$ cat src/hdl/cpuCtrlPkg.sv
package cpuCtrlPkg;

    // Data memory geometry
    localparam int DMEM_WORDS  = 64;
    localparam int DMEM_ADDR_W = 6;  // Word index, byte address bits 7:2

    // ALU function select, classic control codes
    typedef enum logic [3:0] {
        ALU_AND = 4'b0000,
        ALU_OR  = 4'b0001,
        ALU_ADD = 4'b0010,
        ALU_XOR = 4'b0011,
        ALU_SUB = 4'b0110,
        ALU_SLT = 4'b0111
    } aluOpT;

    // One instruction's worth of datapath control
    typedef struct packed {
        aluOpT aluOp;
        logic  aluSrcImm; // Operand B from immediate
        logic  regWrite;
        logic  memWrite;
        logic  memToReg;  // Write back load data
        logic  branch;
        logic  branchNe;  // Take on not-equal
        logic  illegal;
    } ctrlWordT;

    // Safe no-op word used for unknown encodings
    localparam ctrlWordT CTRL_ILLEGAL = '{
        aluOp:     ALU_ADD,
        aluSrcImm: 1'b0,
        regWrite:  1'b0,
        memWrite:  1'b0,
        memToReg:  1'b0,
        branch:    1'b0,
        branchNe:  1'b0,
        illegal:   1'b1
    };

endpackage

$ cat src/hdl/rvIsaPkg.sv
package rvIsaPkg;

    localparam int XLEN       = 32; // Data word width
    localparam int REG_ADDR_W = 5;  // Register index width

    // Major opcodes of the supported subset
    typedef enum logic [6:0] {
        OP     = 7'b0110011,
        OP_IMM = 7'b0010011,
        LOAD   = 7'b0000011,
        STORE  = 7'b0100011,
        BRANCH = 7'b1100011
    } opcodeT;

    localparam logic [2:0] F3_ADD_SUB = 3'b000; // add, sub, addi
    localparam logic [2:0] F3_SLT     = 3'b010;
    localparam logic [2:0] F3_XOR     = 3'b100; // xor, xori
    localparam logic [2:0] F3_OR      = 3'b110; // or, ori
    localparam logic [2:0] F3_AND     = 3'b111; // and, andi
    localparam logic [2:0] F3_WORD    = 3'b010; // lw and sw
    localparam logic [2:0] F3_BEQ     = 3'b000;
    localparam logic [2:0] F3_BNE     = 3'b001;

    localparam logic [6:0] F7_BASE = 7'b0000000;
    localparam logic [6:0] F7_ALT  = 7'b0100000; // Selects sub

    typedef struct packed {
        logic [6:0]            funct7;
        logic [REG_ADDR_W-1:0] rs2;
        logic [REG_ADDR_W-1:0] rs1;
        logic [2:0]            funct3;
        logic [REG_ADDR_W-1:0] rd;
        opcodeT                opcode;
    } rTypeT;

    typedef struct packed {
        logic [11:0]           imm;
        logic [REG_ADDR_W-1:0] rs1;
        logic [2:0]            funct3;
        logic [REG_ADDR_W-1:0] rd;
        opcodeT                opcode;
    } iTypeT;

    typedef struct packed {
        logic [6:0]            immHi; // imm[11:5]
        logic [REG_ADDR_W-1:0] rs2;
        logic [REG_ADDR_W-1:0] rs1;
        logic [2:0]            funct3;
        logic [4:0]            immLo; // imm[4:0]
        opcodeT                opcode;
    } sTypeT;

    // Branch offsets are scrambled and always even
    typedef struct packed {
        logic                  immSign; // imm[12]
        logic [5:0]            immMid;  // imm[10:5]
        logic [REG_ADDR_W-1:0] rs2;
        logic [REG_ADDR_W-1:0] rs1;
        logic [2:0]            funct3;
        logic [3:0]            immLow;  // imm[4:1]
        logic                  imm11;
        opcodeT                opcode;
    } bTypeT;

    typedef union packed {
        rTypeT            r;
        iTypeT            i;
        sTypeT            s;
        bTypeT            b;
        logic [XLEN-1:0]  raw;
    } instWordT;

endpackage

$ cat src/hdl/executeUnit.sv
`timescale 1ns/100ps

module executeUnit
    import rvIsaPkg::*;
    import cpuCtrlPkg::*;
(
    input  instWordT              inst,
    input  ctrlWordT              ctrl,
    input  logic [XLEN-1:0]       imm,
    input  logic [XLEN-1:0]       rdData1,
    input  logic [XLEN-1:0]       rdData2,
    input  logic [XLEN-1:0]       loadData,
    output logic [XLEN-1:0]       aluResult,
    output logic                  wbEn,
    output logic [REG_ADDR_W-1:0] wbAddr,
    output logic [XLEN-1:0]       wbData,
    output logic                  takeBranch
);

    logic [XLEN-1:0] opA;
    logic [XLEN-1:0] opB;
    logic            lessThan;
    logic            operandsEq;

    assign opA = rdData1;

    // Immediate replaces rs2 for I and S formats
    always_comb begin
        if (ctrl.aluSrcImm) begin
            opB = imm;
        end else begin
            opB = rdData2;
        end
    end

    assign lessThan = $signed(opA) < $signed(opB);

    always_comb begin
        case (ctrl.aluOp)
            ALU_ADD: aluResult = opA + opB;   // Also the lw/sw address
            ALU_SUB: aluResult = opA - opB;
            ALU_AND: aluResult = opA & opB;
            ALU_OR:  aluResult = opA | opB;
            ALU_XOR: aluResult = opA ^ opB;
            ALU_SLT: aluResult = {{(XLEN-1){1'b0}}, lessThan};
            default: aluResult = '0;
        endcase
    end

    // Branch compare
    assign operandsEq = (opA == opB);

    always_comb begin
        takeBranch = 1'b0;
        if (ctrl.branch && !ctrl.illegal) begin
            takeBranch = operandsEq ^ ctrl.branchNe;
        end
    end

    // Write back
    assign wbEn   = ctrl.regWrite && !ctrl.illegal;
    assign wbAddr = inst.r.rd;

    always_comb begin
        if (ctrl.memToReg) begin
            wbData = loadData;
        end else begin
            wbData = aluResult;
        end
    end

endmodule

$ cat config.mk
export PLATFORM = sky130hd
export DESIGN_NAME = executeUnit
export DESIGN_NICKNAME = d
export VERILOG_FILES = /design/src/hdl/cpuCtrlPkg.sv /design/src/hdl/rvIsaPkg.sv /design/src/hdl/executeUnit.sv
export SDC_FILE = /design/constraint.sdc
export NUM_CORES = 1
export LEC_CHECK = 0
export ABC_AREA = 1
export BUFFER_PORTS_ARGS = -buffer_cell sky130_fd_sc_hd__buf_2
export CAP_MARGIN = 20
export CORE_MARGIN = 3
export CORE_UTILIZATION = 30
export DETAILED_ROUTE_END_ITERATION = 16
export GPL_ROUTABILITY_DRIVEN = 0
export MAX_ROUTING_LAYER = met4
export PLACE_DENSITY = 0.61
export REMOVE_ABC_BUFFERS = 1
export SYNTH_ARGS = -nofsm -noshare
export SYNTH_HDL_FRONTEND = slang
export SYNTH_SLANG_ARGS = --single-unit
export TNS_END_PERCENT = 20
$ cat constraint.sdc
create_clock -name vclk -period 4.1
set_clock_uncertainty 0.2 [all_clocks]
set_input_delay 0.82 -clock vclk [all_inputs]
set_output_delay 0.82 -clock vclk [all_outputs]
set_load 0.005 [all_outputs]
# Word level (Yosys, flattened, before mapping)
# Index checks and enable logic that the tools add are counted.
# totals
regBits	0
inputBits	171
output_inout_bits	71
elab_cells	21
# classes
n_addsub	2
n_lt_le_gt_ge	1
n_eq_ne	6
mux	4
n_bitwise	4
n_reduce_logical	4
# op_table
op	count
case mux 32 bit (6 select lines)	1
2-to-1 mux 32 bit	2
adder 32 bit	1
bitwise AND 32 bit	1
== test 32 bit	1
less-than comparator 32 bit	1
OR 32 bit	1
subtractor 32 bit	1
XOR 32 bit	1
== test 4 x 2 -> 1 bit, second input constant	2
== test 4 x 3 -> 1 bit, second input constant	2
== test 4 x 1 -> 1 bit, second input constant	1
logical NOT 4 bit	1
logical AND 1 bit	2
logical NOT 1 bit	1
2-to-1 mux 1 bit	1
XOR 1 bit	1

# Depth between registers and ports, before layout
# depth
depth_word	4
mapped_depth	22
mapped_depth_nobuf	20

# Least setup slack after synthesis
# Ideal clock, no wire load.
# synth_path
path_type	input to output
startpoint	input ctrl[6] (netlist name)
endpoint	output wbData[0]
arrival_time_ps	3107
required_time_ps	3080
slack_ps	-27
cell_stages	20
n_path_buf	2
path_cell_list	clkbuf_1 -> clkbuf_1 -> nand2_1 -> o21ai_0 -> inv_1 -> ha_1 -> fa_1 -> inv_1 -> nand2_1 -> nand3_1 -> nand2_1 -> nand2_2 -> nand2_2 -> nand2_1 -> nand2_1 -> nand3_1 -> nand3_2 -> nand2_2 -> nand2_1 -> nand2_1
# synth_between
elab_chain_cells	4
elab_cells_between_ends	9
cone_classes	add/sub: 2; order compare: 1; mux: 3; bitwise: 3
# synth_rtl
element	line	text
start: declaration	executeUnit.sv:8	input ctrlWordT ctrl,
2-to-1 mux 32 bit (*)	executeUnit.sv:29	if (ctrl.aluSrcImm) begin
subtractor 32 bit (tied with other cells)	executeUnit.sv:41	ALU_SUB: aluResult = opA - opB;
case mux 32 bit (6 select lines) (*)	executeUnit.sv:39	case (ctrl.aluOp)
named net aluResult[0]	executeUnit.sv:13	output logic [XLEN-1:0] aluResult,
2-to-1 mux 32 bit (*)	executeUnit.sv:65	if (ctrl.memToReg) begin
end: declaration	executeUnit.sv:16	output logic [XLEN-1:0] wbData,
# The timed path passes the listed nets; every way through them passes the cells marked *.

# Worst setup path after layout
# layout_path
startpoint	input ctrl[6] (netlist name)
endpoint	output wbData[23]
# layout_between
elab_chain_cells	4
elab_cells_between_ends	8
cone_classes	add/sub: 2; mux: 3; bitwise: 3
# layout_rtl
element	line
2-to-1 mux 32 bit (*)	executeUnit.sv:29
subtractor 32 bit (tied with other cells)	executeUnit.sv:41
case mux 32 bit (6 select lines) (*)	executeUnit.sv:39
2-to-1 mux 32 bit (*)	executeUnit.sv:65
# Every way passes the cells marked *; elsewhere a longest branch is shown, timed or not.

==> flow_metrics.tcl <==
set metrics [dict create \
    viasPerCell 4.80 \
    hpwl_um 24200 \
    routedWlPerCell_um 14.3 \
    die_w_um 163 \
    drive_gt1_share_pct 36.2 \
    first_iter_violations 777 \
    ios 242 \
    vias 10300 \
    cap_violations 0 \
    holdPathStages 0 \
    gr-total-overflow 0 \
    syn2layout_area_growth_pct 50.6 \
    synth-xor-area-share_pct 0.355 \
    min_path_type "primary input to output port" \
    grt_pass1_vias 9218 \
    placementRows 56 \
    initial_core_util_pct 31.0 \
    outcome "finished, violations left" \
    start_kind "primary input" \
    slew_viol_final 0 \
    synth-adder-area-share_pct 17.3 \
    grt_usage_pct 21.4 \
    syn_inst 1501 \
    grt_setup_unrepaired "true" \
    synth_top_family_by_area "simple AND/OR/NAND/NOR gates" \
    nNetsFinal 2098 \
    timing.final.hold_violations 0 \
    yosys-top-cells-area "nand2_1 28%, inv_1 17%, ha_1 17%" \
    violations "negative setup slack" \
    hp-start "inst[7]" \
    die_y_um 163 \
    synth_top_area_share_pct 28.0 \
    synthSimpleGateAreaFrac_pct 45.2 \
    nFlopsAndLatches 0 \
    synth.distinct_cells 37 \
    crit_arrival_ns 3.12 \
    grt_max_degree 37 \
    dp_cells 2136 \
    hold_end "wbAddr[0]" \
    synth_largest_area_cell "nand2_1" \
    stdcell_count 2143 \
    worstSetupEndpointType "output port" \
    worst_pin_slew_ns 0.586 \
    synth_most_common_cell "nand2_1" \
    synth_compound_area_share_pct 15.0 \
    antenna_cells 0 \
    ir_worst_vdd_mv 0.0552 \
    synth.avg_cell_area_sq_um 4.93 \
    synthesis.area_sq_mm 0.00740 \
    seqCellArea_sq_um 0 \
    drc 0 \
    setup_viol 3 \
    max_freq_mhz 242 \
    setup_slack_ns -0.0353 \
    relSlewSlack_pct 60.9 \
    die_area_sq_mm 0.0266 \
    multi_input_area_sq_mm 0.00702 \
    fin_crit_sh_pct 101 \
    cp-startpoint "ctrl[6]" \
    grt_pass1_wl_um 45500 \
    yosysSeqAreaShare_pct 0 \
    antenna_found_initial 0 \
    clockBufferCount 0 \
    final_util_pct 46.7 \
    power_leakage_nw 6.64 \
    period_needed_ns 4.14 \
    core_area_sq_mm 0.0239 \
    fillers 2461 \
    dr.pass1.iters 5 \
    routed_wl_um 30600 \
    synthTopCellsByCount "553 x nand2_1, 336 x inv_1, 99 x ha_1" \
    p_per_area_mw_per_mm2 152 \
    worst_ep_required_time_ns 3.08 \
    ant_nets 0 \
    synth.area.mux_share_pct 0 \
    portBuffers 204 \
    ys_warn_count 0 \
    path_max_fanout 7 \
    crit_type "primary input to output port" \
]
[cells by family (layout without fill, tap and decap cells)]
kind of cell,count (synthesis),count (layout)
fa+ha+maj,101,101
buf+inv,391,714
compound gates,203,203
simple gates,803,803
xor+xnor,3,3
[timing repair]
item	CTS	global route
pin swaps	13	65
gates resized for setup	137	228
endpoints found under the setup margin	59	57
buffers inserted	1	5
hold buffers	0	0
endpoints found under the hold margin	0	0
gates cloned	0	3
[report_power, final]
part	switching, mW	leakage (nW)	total [mW]	internal [mW]
clock	0	0	0	0
combinational	0.983	6.64	1.69	0.707
sequential	0	0	0	0
[worst max-delay path: stages]
cell	delay [ns]
buf_12	0.12
buf_12	0.14
clkbuf_16	0.17
o21ai_4	0.13
buf_6	0.13
ha_4	0.22
nor2_1	0.14
nand2_1	0.09
nand2_2	0.13
nand2_1	0.06
nand2_1	0.13
nand2_1	0.11
nand2_4	0.12
nand2_2	0.09
nand2_1	0.07
nand2_1	0.06
nand3_2	0.07
nand3_2	0.07
nand2_1	0.06
nand2_1	0.04
buf_2	0.12
[final cells by class]
type,count,share of cell area (%)
Tap cell,319,3.58
Timing Repair Buffer,377,22.2
Multi-Input combinational cell,1110,62.9
Inverter,337,11.4
[routing by layer]
| metal | vias up | GRT usage (%) | share of wire, % |
|---|---|---|---|
| met3 | 44 | 1.62 | 7.7 |
| li1 | 5221 | - | - |
| met1 | 4586 | 28.9 | 44 |
| met4 | 0 | 3.84 | 1.9 |
| met2 | 443 | 35.4 | 46 |
| met5 | - | - | 0 |
[cell usage in the layout, fill, tap and decap left out, types with 5 or more instances in the layout]
cell type / netlist / routed
o21ai_0: 69 / 29
buf_4: 9 / 159
o21bai_1: 7 / 5
buf_12: 0 / 6
nand3_4: 0 / 8
ha_4: 0 / 24
ha_2: 0 / 8
buf_6: 6 / 6
o21ai_4: 0 / 11
nand2_4: 0 / 17
buf_2: 20 / 203
a21oi_2: 0 / 18
inv_2: 1 / 21
a21oi_1: 80 / 58
ha_1: 99 / 67
inv_1: 336 / 315
o22ai_1: 31 / 31
nor2_4: 2 / 12
nand2_1: 553 / 479
nand2_2: 10 / 67
nor2_2: 7 / 29
nand4_1: 8 / 8
nor2_1: 95 / 63
nand3_1: 94 / 71
o21ai_1: 3 / 14
o21ai_2: 3 / 21
nor3_1: 11 / 7
nand3_2: 16 / 31
[how the worst max path moves through the flow]
stage | to | slack [ns] | depth (start not counted)
2_1_floorplan | wbData[5] | -0.01 | 9
3_3_place_gp | wbData[26] | -0.39 | 19
3_5_place_dp | wbData[26] | -0.44 | 19
4_1_cts | wbData[29] | -0.06 | 21
5_1_grt | wbData[21] | -0.17 | 20
6_report | wbData[23] | -0.04 | 21
[per-stage QoR]
step	worst slack (ns)	total power, mW	TNS, ns	instance area, sq um	hold slack [ns]
floorplan	-0.0106	0.755	-0.0212	7030	1.44
global placement	-0.391	1.36	-11.81	9760	1.44
detailed placement	-0.435	1.39	-13.80	9760	1.44
CTS	-0.0639	1.48	-0.473	10200	1.44
global route	-0.174	1.85	-3.27	11200	1.44
finish	-0.0353	1.69	-0.0889	11200	1.44
Note: power is estimated with default switching activity, not from simulation.
