File: src/hdl/cpuCtrlPkg.sv
package cpuCtrlPkg;

    // Data memory geometry
    localparam int DMEM_WORDS  = 64;
    localparam int DMEM_ADDR_W = 6;  // Word index, byte address bits 7:2

    // ALU function select, classic control codes
    typedef enum logic [3:0] {
        ALU_AND = 4'b0000,
        ALU_OR  = 4'b0001,
        ALU_ADD = 4'b0010,
        ALU_XOR = 4'b0011,
        ALU_SUB = 4'b0110,
        ALU_SLT = 4'b0111
    } aluOpT;

    // One instruction's worth of datapath control
    typedef struct packed {
        aluOpT aluOp;
        logic  aluSrcImm; // Operand B from immediate
        logic  regWrite;
        logic  memWrite;
        logic  memToReg;  // Write back load data
        logic  branch;
        logic  branchNe;  // Take on not-equal
        logic  illegal;
    } ctrlWordT;

    // Safe no-op word used for unknown encodings
    localparam ctrlWordT CTRL_ILLEGAL = '{
        aluOp:     ALU_ADD,
        aluSrcImm: 1'b0,
        regWrite:  1'b0,
        memWrite:  1'b0,
        memToReg:  1'b0,
        branch:    1'b0,
        branchNe:  1'b0,
        illegal:   1'b1
    };

endpackage

File: src/hdl/rvIsaPkg.sv
package rvIsaPkg;

    localparam int XLEN       = 32; // Data word width
    localparam int REG_ADDR_W = 5;  // Register index width

    // Major opcodes of the supported subset
    typedef enum logic [6:0] {
        OP     = 7'b0110011,
        OP_IMM = 7'b0010011,
        LOAD   = 7'b0000011,
        STORE  = 7'b0100011,
        BRANCH = 7'b1100011
    } opcodeT;

    localparam logic [2:0] F3_ADD_SUB = 3'b000; // add, sub, addi
    localparam logic [2:0] F3_SLT     = 3'b010;
    localparam logic [2:0] F3_XOR     = 3'b100; // xor, xori
    localparam logic [2:0] F3_OR      = 3'b110; // or, ori
    localparam logic [2:0] F3_AND     = 3'b111; // and, andi
    localparam logic [2:0] F3_WORD    = 3'b010; // lw and sw
    localparam logic [2:0] F3_BEQ     = 3'b000;
    localparam logic [2:0] F3_BNE     = 3'b001;

    localparam logic [6:0] F7_BASE = 7'b0000000;
    localparam logic [6:0] F7_ALT  = 7'b0100000; // Selects sub

    typedef struct packed {
        logic [6:0]            funct7;
        logic [REG_ADDR_W-1:0] rs2;
        logic [REG_ADDR_W-1:0] rs1;
        logic [2:0]            funct3;
        logic [REG_ADDR_W-1:0] rd;
        opcodeT                opcode;
    } rTypeT;

    typedef struct packed {
        logic [11:0]           imm;
        logic [REG_ADDR_W-1:0] rs1;
        logic [2:0]            funct3;
        logic [REG_ADDR_W-1:0] rd;
        opcodeT                opcode;
    } iTypeT;

    typedef struct packed {
        logic [6:0]            immHi; // imm[11:5]
        logic [REG_ADDR_W-1:0] rs2;
        logic [REG_ADDR_W-1:0] rs1;
        logic [2:0]            funct3;
        logic [4:0]            immLo; // imm[4:0]
        opcodeT                opcode;
    } sTypeT;

    // Branch offsets are scrambled and always even
    typedef struct packed {
        logic                  immSign; // imm[12]
        logic [5:0]            immMid;  // imm[10:5]
        logic [REG_ADDR_W-1:0] rs2;
        logic [REG_ADDR_W-1:0] rs1;
        logic [2:0]            funct3;
        logic [3:0]            immLow;  // imm[4:1]
        logic                  imm11;
        opcodeT                opcode;
    } bTypeT;

    typedef union packed {
        rTypeT            r;
        iTypeT            i;
        sTypeT            s;
        bTypeT            b;
        logic [XLEN-1:0]  raw;
    } instWordT;

endpackage

File: src/hdl/instDecoder.sv
`timescale 1ns/100ps

module instDecoder
    import rvIsaPkg::*;
    import cpuCtrlPkg::*;
(
    input  instWordT        inst,
    output ctrlWordT        ctrl,
    output logic [XLEN-1:0] imm
);

    logic [XLEN-1:0] iImm;
    logic [XLEN-1:0] sImm;
    logic [XLEN-1:0] bImm;
    logic            rFunct7Ok;

    // Sign-extended immediates, one per format view
    assign iImm = {{(XLEN-12){inst.i.imm[11]}}, inst.i.imm};
    assign sImm = {{(XLEN-12){inst.s.immHi[6]}}, inst.s.immHi, inst.s.immLo};
    assign bImm = {{(XLEN-13){inst.b.immSign}}, inst.b.immSign, inst.b.imm11,
                   inst.b.immMid, inst.b.immLow, 1'b0};

    // Only sub may use the alternate funct7
    assign rFunct7Ok = (inst.r.funct7 == F7_BASE) ||
                       (inst.r.funct7 == F7_ALT && inst.r.funct3 == F3_ADD_SUB);

    always_comb begin
        ctrl       = '0;
        ctrl.aluOp = ALU_ADD;
        imm        = '0;

        case (inst.r.opcode)
            OP: begin
                ctrl.regWrite = 1'b1;
                case (inst.r.funct3)
                    F3_ADD_SUB: ctrl.aluOp = inst.r.funct7[5] ? ALU_SUB : ALU_ADD;
                    F3_AND:     ctrl.aluOp = ALU_AND;
                    F3_OR:      ctrl.aluOp = ALU_OR;
                    F3_XOR:     ctrl.aluOp = ALU_XOR;
                    F3_SLT:     ctrl.aluOp = ALU_SLT;
                    default:    ctrl.illegal = 1'b1;
                endcase
                if (!rFunct7Ok) begin
                    ctrl.illegal = 1'b1;
                end
            end
            OP_IMM: begin
                ctrl.regWrite  = 1'b1;
                ctrl.aluSrcImm = 1'b1;
                imm            = iImm;
                case (inst.i.funct3)
                    F3_ADD_SUB: ctrl.aluOp = ALU_ADD;
                    F3_AND:     ctrl.aluOp = ALU_AND;
                    F3_OR:      ctrl.aluOp = ALU_OR;
                    F3_XOR:     ctrl.aluOp = ALU_XOR;
                    default:    ctrl.illegal = 1'b1; // slti and shifts not kept
                endcase
            end
            LOAD: begin
                ctrl.regWrite  = 1'b1;
                ctrl.aluSrcImm = 1'b1;
                ctrl.memToReg  = 1'b1;
                imm            = iImm;
                if (inst.i.funct3 != F3_WORD) begin
                    ctrl.illegal = 1'b1;
                end
            end
            STORE: begin
                ctrl.memWrite  = 1'b1;
                ctrl.aluSrcImm = 1'b1;
                imm            = sImm;
                if (inst.s.funct3 != F3_WORD) begin
                    ctrl.illegal = 1'b1;
                end
            end
            BRANCH: begin
                ctrl.branch = 1'b1;
                ctrl.aluOp  = ALU_SUB;
                imm         = bImm;
                case (inst.b.funct3)
                    F3_BEQ:  ctrl.branchNe = 1'b0;
                    F3_BNE:  ctrl.branchNe = 1'b1;
                    default: ctrl.illegal  = 1'b1;
                endcase
            end
            default: ctrl.illegal = 1'b1;
        endcase

        // Unknown encoding becomes a no-op
        if (ctrl.illegal) begin
            ctrl = CTRL_ILLEGAL;
        end
    end

endmodule

File: config.mk
export PLATFORM = sky130hd
export DESIGN_NAME = instDecoder
export DESIGN_NICKNAME = d
export VERILOG_FILES = /design/src/hdl/cpuCtrlPkg.sv /design/src/hdl/rvIsaPkg.sv /design/src/hdl/instDecoder.sv
export SDC_FILE = /design/constraint.sdc
export NUM_CORES = 1
export LEC_CHECK = 0
export BUFFER_PORTS_ARGS = -buffer_cell sky130_fd_sc_hd__buf_2
export CORE_AREA = 2 2 45 47
export DETAILED_ROUTE_END_ITERATION = 7
export DIE_AREA = 0 0 47 49
export GPL_TIMING_DRIVEN = 0
export PLACE_DENSITY = 0.79
export SYNTH_ARGS = -nofsm -noshare
export SYNTH_HDL_FRONTEND = slang
export SYNTH_SLANG_ARGS = --single-unit
File: constraint.sdc
create_clock -name vclk -period 1.3
set_input_delay 0.065 -clock vclk [all_inputs]
set_output_delay 0.065 -clock vclk [all_outputs]
set_load 0.01 [all_outputs]
# --- Word level (Yosys, flattened, before mapping) ---
# Cells that the tools add are included.
classes:
  mux: 18
  reduce_logical: 11
  eq_ne: 12
ops:
  columns: ["op", "count"]
  rows:
  - ["one-hot mux 32 bit (3 select lines)", 1]
  - ["== test 7 x 6 -> 1 bit (second input constant)", 3]
  - ["one-hot mux 3 bit (5 select lines)", 1]
  - ["one-hot mux 4 bit (3 select lines)", 1]
  - ["2-to-1 mux 11 bit", 1]
  - ["2-to-1 mux 1 bit", 10]
  - ["== test 3 bit (second input constant)", 3]
  - ["== test 7 x 2 -> 1 bit (second input constant)", 1]
  - ["== test 7 x 5 -> 1 bit (second input constant)", 1]
  - ["== test 7 bit (second input constant)", 1]
  - ["zero test 7 bit", 1]
  - ["one-hot mux 2 bit (3 select lines)", 1]
  - ["OR reduction 2 bit", 3]
  - ["OR reduction 3 bit", 2]
  - ["OR reduction 5 bit", 1]
  - ["one-hot mux 1 bit (4 select lines)", 1]
  - ["OR reduction 4 bit", 1]
  - ["== test 3 x 1 -> 1 bit (second input constant)", 1]
  - ["== test 3 x 2 -> 1 bit (second input constant)", 1]
  - ["zero test 3 bit", 1]
  - ["2-to-1 mux 3 bit", 1]
  - ["inequality test 3 x 2 -> 1 bit (second input constant)", 1]
  - ["2-to-1 mux 2 bit", 1]
  - ["logical AND 1 bit", 1]
  - ["logical OR 1 bit", 1]
totals:
  reg_bits: 0
  in_bits: 32
  word_cells: 41

# --- Longest topological paths before layout ---
# Gate-level depths: netlist of run 1.
depth:
  ltp_word: 6
  ltp_mapped: 5
  mapped_depth_nobuf: 4

# --- Least setup slack after synthesis of run 1 ---
# Ideal clock, no wire load.
synth_timing:
  kind: "input port to output port"
  startpoint: "input port inst[13] (netlist name)"
  endpoint: "output port ctrl[7] (netlist name)"
  slack_ns: -0.036
  required_ns: 1.235
  stages: 5
  n_path_buf: 1
  arrival_time_ns: 1.271
  cell_sequence: "clkbuf_1 -> o31ai_1 -> a32oi_1 -> o21a_1 -> nor4b_1"
synth_lines:
  columns: ["item", "line_no", "text"]
  rows:
  - ["start, declared", "instDecoder.sv:7", "input instWordT inst,"]
  - ["end, declared", "instDecoder.sv:8", "output ctrlWordT ctrl,"]

==> metrics, run 1 <==
highest signal layer in the routed design=met4; static leakage=0.651 nW; number of global-route vias before repair=approximately 700; # IOs=75; standard-cell rows=16; kind of cell adding the most delay to the critical path=simple AND/OR/NAND/NOR gates; cell count after synthesis=84; HPWL after detailed placement=1550 um; crit path from=inst[5]; distinct cell type count of the synthesized netlist=29; kind of end point of the critical path=primary output; violations in the final reports=setup timing; Clock Buffer Count=0; Setup CP Type=in2out; Post-DP Area=913 um^2; number of warnings issued by yosys=0; pin count of the biggest net entering global routing=21; Core Box Area=about 1800 um^2; final routed DRC violation total=0; sequential element share of the synthesized area=0%; ratio of routed vias to standard cells=around 4.6; first drt pass iteration count=4; worst path required time=1.24 ns; total nets after synthesis=about 120; core occupancy in the finished layout=63.4%; total congestion overflow after global routing=0; Buf+Inv Stages, Crit Path=3; HP Start=inst[14]; endpoints failing setup=5; f_max=0.738 GHz; total count of max-transition violations in the final report=0; CP Depth=6; power density relative to cell area=185 nW/um^2; Detailed Route WL=between 2000 and 2500 um; all-layer global routing usage=16.0%; met3 wire length=210 um; initial antenna violation count=0; gpl congestion=around 0.78; critical-path maximum fanout=4; number of instances in the placed design=178; final routed wire length divided by cell count=11.8 um; number of nets at the end of the flow=around 190; most common cell after layout, fill and taps aside=buf_2; fraction of post-synthesis cell area in the top cell type by area=27.9%; layout cells sized above 1=slightly above 70%; netlist area before placement=538 um^2; slowest cell on the critical path=or4_4; PnR worst setup slack=-0.0556 ns; RSZ-0062 raised after global routing=true; fraction of the cycle the final worst path needs=104%; WL met1=789 um; antenna-violating nets left=0; critical path data arrival time=1.29 ns; first-iteration detailed-routing DRC count=16; routed wl met2=1190 um; worst path cell trace=buf_12 > inv_8 > or4_4 > a31oi_4 > and4_1 > buf_2; wire length of the first global-routing pass=between 2000 and 3000 um; final cell count without fillers=187; antenna cell count=0; IO Port Bufs=67; routed vias=866; die footprint=about 2300 um^2; CP max stage delay=0.54 ns; Final Hold Viols=0; relative area change from synthesis to final layout=117%; fin area=1170 um^2; minimum clock period=1.36 ns; layout sequential cell count=0; die span in y=49 um; result of the run=finished, violations left; cells taking the most area after synthesis=buf_4 (28%), and2_1 (8.1%), a22oi_1 (7.0%); peak ir drop on the vdd network=0.000128 V; Hold WC Path Type=in2out; die width=47 um; sort of element at the start of the critical path=input port; register area=0 um^2; area leader, netlist=buf_4; hold-fix buffer count after cts=0; MaxCap Viol Count=0; leading cell types in the layout, fill and taps excluded=buf_2 (59), buf_4 (28), nor2_1 (10); effective utilization at floorplan=between 20% and 30%; Critical Path Sink=ctrl[9]; mean instance size in the synthesized netlist=6.40 um^2
[kinds of logic (layout without fill, tap and decap cells)]
| family | count (synthesis) | count (layout) | share of synthesized area [%] |
|---|---|---|---|
| other | 1 | 1 | 0.697 |
| AO/OA/AOI/OAI | 15 | 15 | 22.1 |
| AND/OR/NAND/NOR | 44 | 45 | 46.5 |
| buffers and inverters | 24 | 99 | 30.7 |
[synthesized netlist by cell type, types with 2 or more instances]
master	number
a21oi_1	3
a22oi_1	5
and2_1	7
and3_1	2
buf_4	20
clkbuf_1	3
nand2_1	5
nand2b_1	3
nand3b_1	2
nor2_1	10
nor3_1	5
nor3b_1	2
[report_power, final]
part           switching, W  internal (W)  total [W]
registers                 0             0          0
logic              0.000100      0.000116   0.000216
clock network             0             0          0
[worst min-delay path, delay by kind of cell]
kind,cells,cell delay (ns)
AND/OR/NAND/NOR,1,0.06
buffers and inverters,2,0.23
[stage by stage]
stage	TNS (ns)	hold WS, ns	setup slack [ns]	power [W]
4_1_cts	-0.165	0.388	-0.0537	0.000187
5_1_grt	-0.411	0.442	-0.0745	0.000232
3_5_place_dp	-6.85	0.437	-0.294	0.000149
6_report	-0.137	0.429	-0.0556	0.000216
3_3_place_gp	-5.91	0.432	-0.255	0.000144
2_1_floorplan	0	0.164	0.00813	0.0000759
[worst min path at each step]
stage | to | slack, ns | cells after the start
final | ctrl[8] | 0.43 | 3
after global placement | imm[8] | 0.43 | 3
after global routing | imm[8] | 0.44 | 3
after detailed placement | imm[9] | 0.44 | 3
after floorplan | ctrl[7] | 0.16 | 1
after CTS | ctrl[3] | 0.39 | 3
[what timing repair did]
item | in CTS | in global routing
gates cloned | 0 | 1
setup buffers | 3 | 5
pin swaps | 5 | 7
resized for setup | 28 | 15
hold endpoints to repair | 0 | 0
setup endpoints to repair | 28 | 28
[metal layers]
layer | global-route usage (%) | vias up
li1 | - | 435
met1 | 15.6 | 373
met2 | 34.0 | 56
met3 | 1.11 | 2
met4 | 1.39 | 0
met5 | 0 | -
[layout make-up]
type	count	area, um^2
multi-input cells	61	473
well taps	27	33.8
fillers	179	674
repair buffers	75	458
plain buffers	23	191
inverters	1	11.3
No activity file was read; power rests on OpenSTA's default activity.
==> inputs of run 2 (changes only) <==
--- a/config.mk
+++ b/config.mk
@@ -6,11 +6,12 @@
 export NUM_CORES = 1
 export LEC_CHECK = 0
 export BUFFER_PORTS_ARGS = -buffer_cell sky130_fd_sc_hd__buf_2
-export CORE_AREA = 2 2 45 47
+export CORE_AREA = 2 2 47 49
 export DETAILED_ROUTE_END_ITERATION = 7
-export DIE_AREA = 0 0 47 49
+export DIE_AREA = 0 0 49 51
 export GPL_TIMING_DRIVEN = 0
-export PLACE_DENSITY = 0.79
+export PLACE_DENSITY = 0.76
+export SETUP_SLACK_MARGIN = 0.15
 export SYNTH_ARGS = -nofsm -noshare
 export SYNTH_HDL_FRONTEND = slang
 export SYNTH_SLANG_ARGS = --single-unit
==> constraint.sdc (replaced) <==
create_clock -name vclk -period 1.2
set_input_delay 0.06 -clock vclk [all_inputs]
set_output_delay 0.06 -clock vclk [all_outputs]
set_load 0.01 [all_outputs]
==> metrics, run 2 (same netlist as run 1, synthesis figures left out) <==
standard-cell rows=17 (+1); Buf+Inv Stages, Crit Path=3 (unchanged); peak ir drop on the vdd network=0.000164 V (+28%); number of global-route vias before repair=793 (+12%); power density relative to cell area=196 nW/um^2 (+5.8%); routed vias=922 (+6.5%); violations in the final reports=setup timing; Setup CP Type=in2out; kind of cell adding the most delay to the critical path=simple AND/OR/NAND/NOR gates; total congestion overflow after global routing=0 (unchanged); effective utilization at floorplan=26.1% (-3.1 points); # IOs=75 (unchanged); sort of element at the start of the critical path=input port; Clock Buffer Count=0 (unchanged); layout sequential cell count=0 (unchanged); total count of max-transition violations in the final report=0 (unchanged); initial antenna violation count=0 (unchanged); layout cells sized above 1=79.3% (+6.8 points); minimum clock period=1.35 ns; sequential share of power=0% (unchanged); Core Box Area=2060 um^2 (+12%); IO Port Bufs=67 (unchanged); antenna cell count=0 (unchanged); net switching fraction of the power=46.3% (about the same); Final Hold Viols=0 (unchanged); PnR worst setup slack=-0.151 ns (-0.0958 ns); pin count of the biggest net entering global routing=21 (unchanged); endpoints failing setup=8 (+3); most common cell after layout, fill and taps aside=buf_2; worst path required time=1.14 ns (-0.10 ns); total power=0.000286 W (+33%); worst path cell trace=buf_12 > inv_8 > or4_4 > a31oi_4 > and4_4 > buf_6; Clock Power Share=0% (unchanged); first drt pass iteration count=4 (unchanged); leading cell types in the layout, fill and taps excluded=buf_2 (42), buf_6 (37), buf_4 (16); Detailed Route WL=2440 um (+11%); result of the run=finished, violations left; critical-path maximum fanout=4 (unchanged); hold-fix buffer count after cts=0 (unchanged); Comb power frac=100.0% (about the same); HPWL after detailed placement=1580 um (+1.9%); cell-internal power=0.000154 W (+33%); gpl congestion=0.740 (-4.8%); power spent charging and discharging nets=0.000133 W (+32%); static leakage=0.734 nW (+13%); final routed wire length divided by cell count=12.7 um (+7.9%); slowest cell on the critical path=or4_4; final routed DRC violation total=0 (unchanged); die span in y=51 um (+4.1%); fraction of the cycle the final worst path needs=113%; register area=0 um^2 (unchanged); MaxCap Viol Count=0 (unchanged); RSZ-0062 raised after global routing=true; final hold slack=0.410 ns (-0.0184 ns); antenna-violating nets left=0 (unchanged); pre-CTS setup slack=-0.334 ns (-0.0398 ns); critical path data arrival time=1.29 ns (about the same); die footprint=2500 um^2 (+8.5%); f_max=0.740 GHz; relative area change from synthesis to final layout=172%; die width=49 um (+4.3%); Hold WC Path Type=in2out; kind of end point of the critical path=primary output; wire length of the first global-routing pass=3390 um (+17%); number of nets at the end of the flow=198 (+2.1%); TNS Setup=-0.793 ns (-0.656 ns); CP max stage delay=0.55 ns (about the same); first-iteration detailed-routing DRC count=13 (-3); ratio of routed vias to standard cells=4.80 (+3.7%); all-layer global routing usage=16.7% (+0.72 points)
-- run 2: cell count changes in the layout (fill, tap and decap cells not counted), moves of 2 or more --
cell / change
buf_2: -17
and2_4: +2
buf_4: -12
nand2_4: +2
nor3_2: -2
nor2_2: +2
buf_6: +31
nor3_1: -2
nor3_4: +4
nor2_1: -3
nand2_1: -3
-- run 2: path summary, 6_finish.rpt --
| path | from | end | slack [ns] | cells after the start |
|---|---|---|---|---|
| max | inst[5] | ctrl[9] | -0.15 | 6 |
| min | inst[14] | ctrl[8] | 0.41 | 3 |
-- run 2: routing by layer --
metal  GRT usage, %  up-vias  share of wire (%)
li1               -      446                  -
met5              0        -                  0
met4           2.38        0               0.70
met2           33.6       67                 53
met3           3.22        2                 10
met1           18.3      407                 36
-- run 2: cell type report --
class                           instances  area, um^2
Timing Repair Buffer                   78         603
Fill cell                             145         601
Multi-Input combinational cell         62         573
Buffer                                 23         240
Tap cell                               28        35.0
Inverter                                1        11.3
-- run 2: through the flow --
stage          utilization, %  instances  cell area [um^2]
2_1_floorplan               -         84               632
3_3_place_gp             48.6        179              1000
3_5_place_dp             48.6        179              1000
4_1_cts                  57.9        185              1190
5_1_grt                  70.9        192              1460
6_report                 70.9        192              1460
-- run 2: power groups by stage --
stage,clock network [W],logic (W),registers (W)
after CTS,0,0.000233,0
after floorplan,0,0.0000955,0
after global placement,0,0.000174,0
after detailed placement,0,0.000180,0
after global routing,0,0.000305,0
final,0,0.000286,0
-- run 2: repair_timing --
item	in CTS	in global routing
pin swaps	12	12
buffers inserted	6	5
setup endpoints to repair	42	33
cloned	0	2
resized for setup	33	51
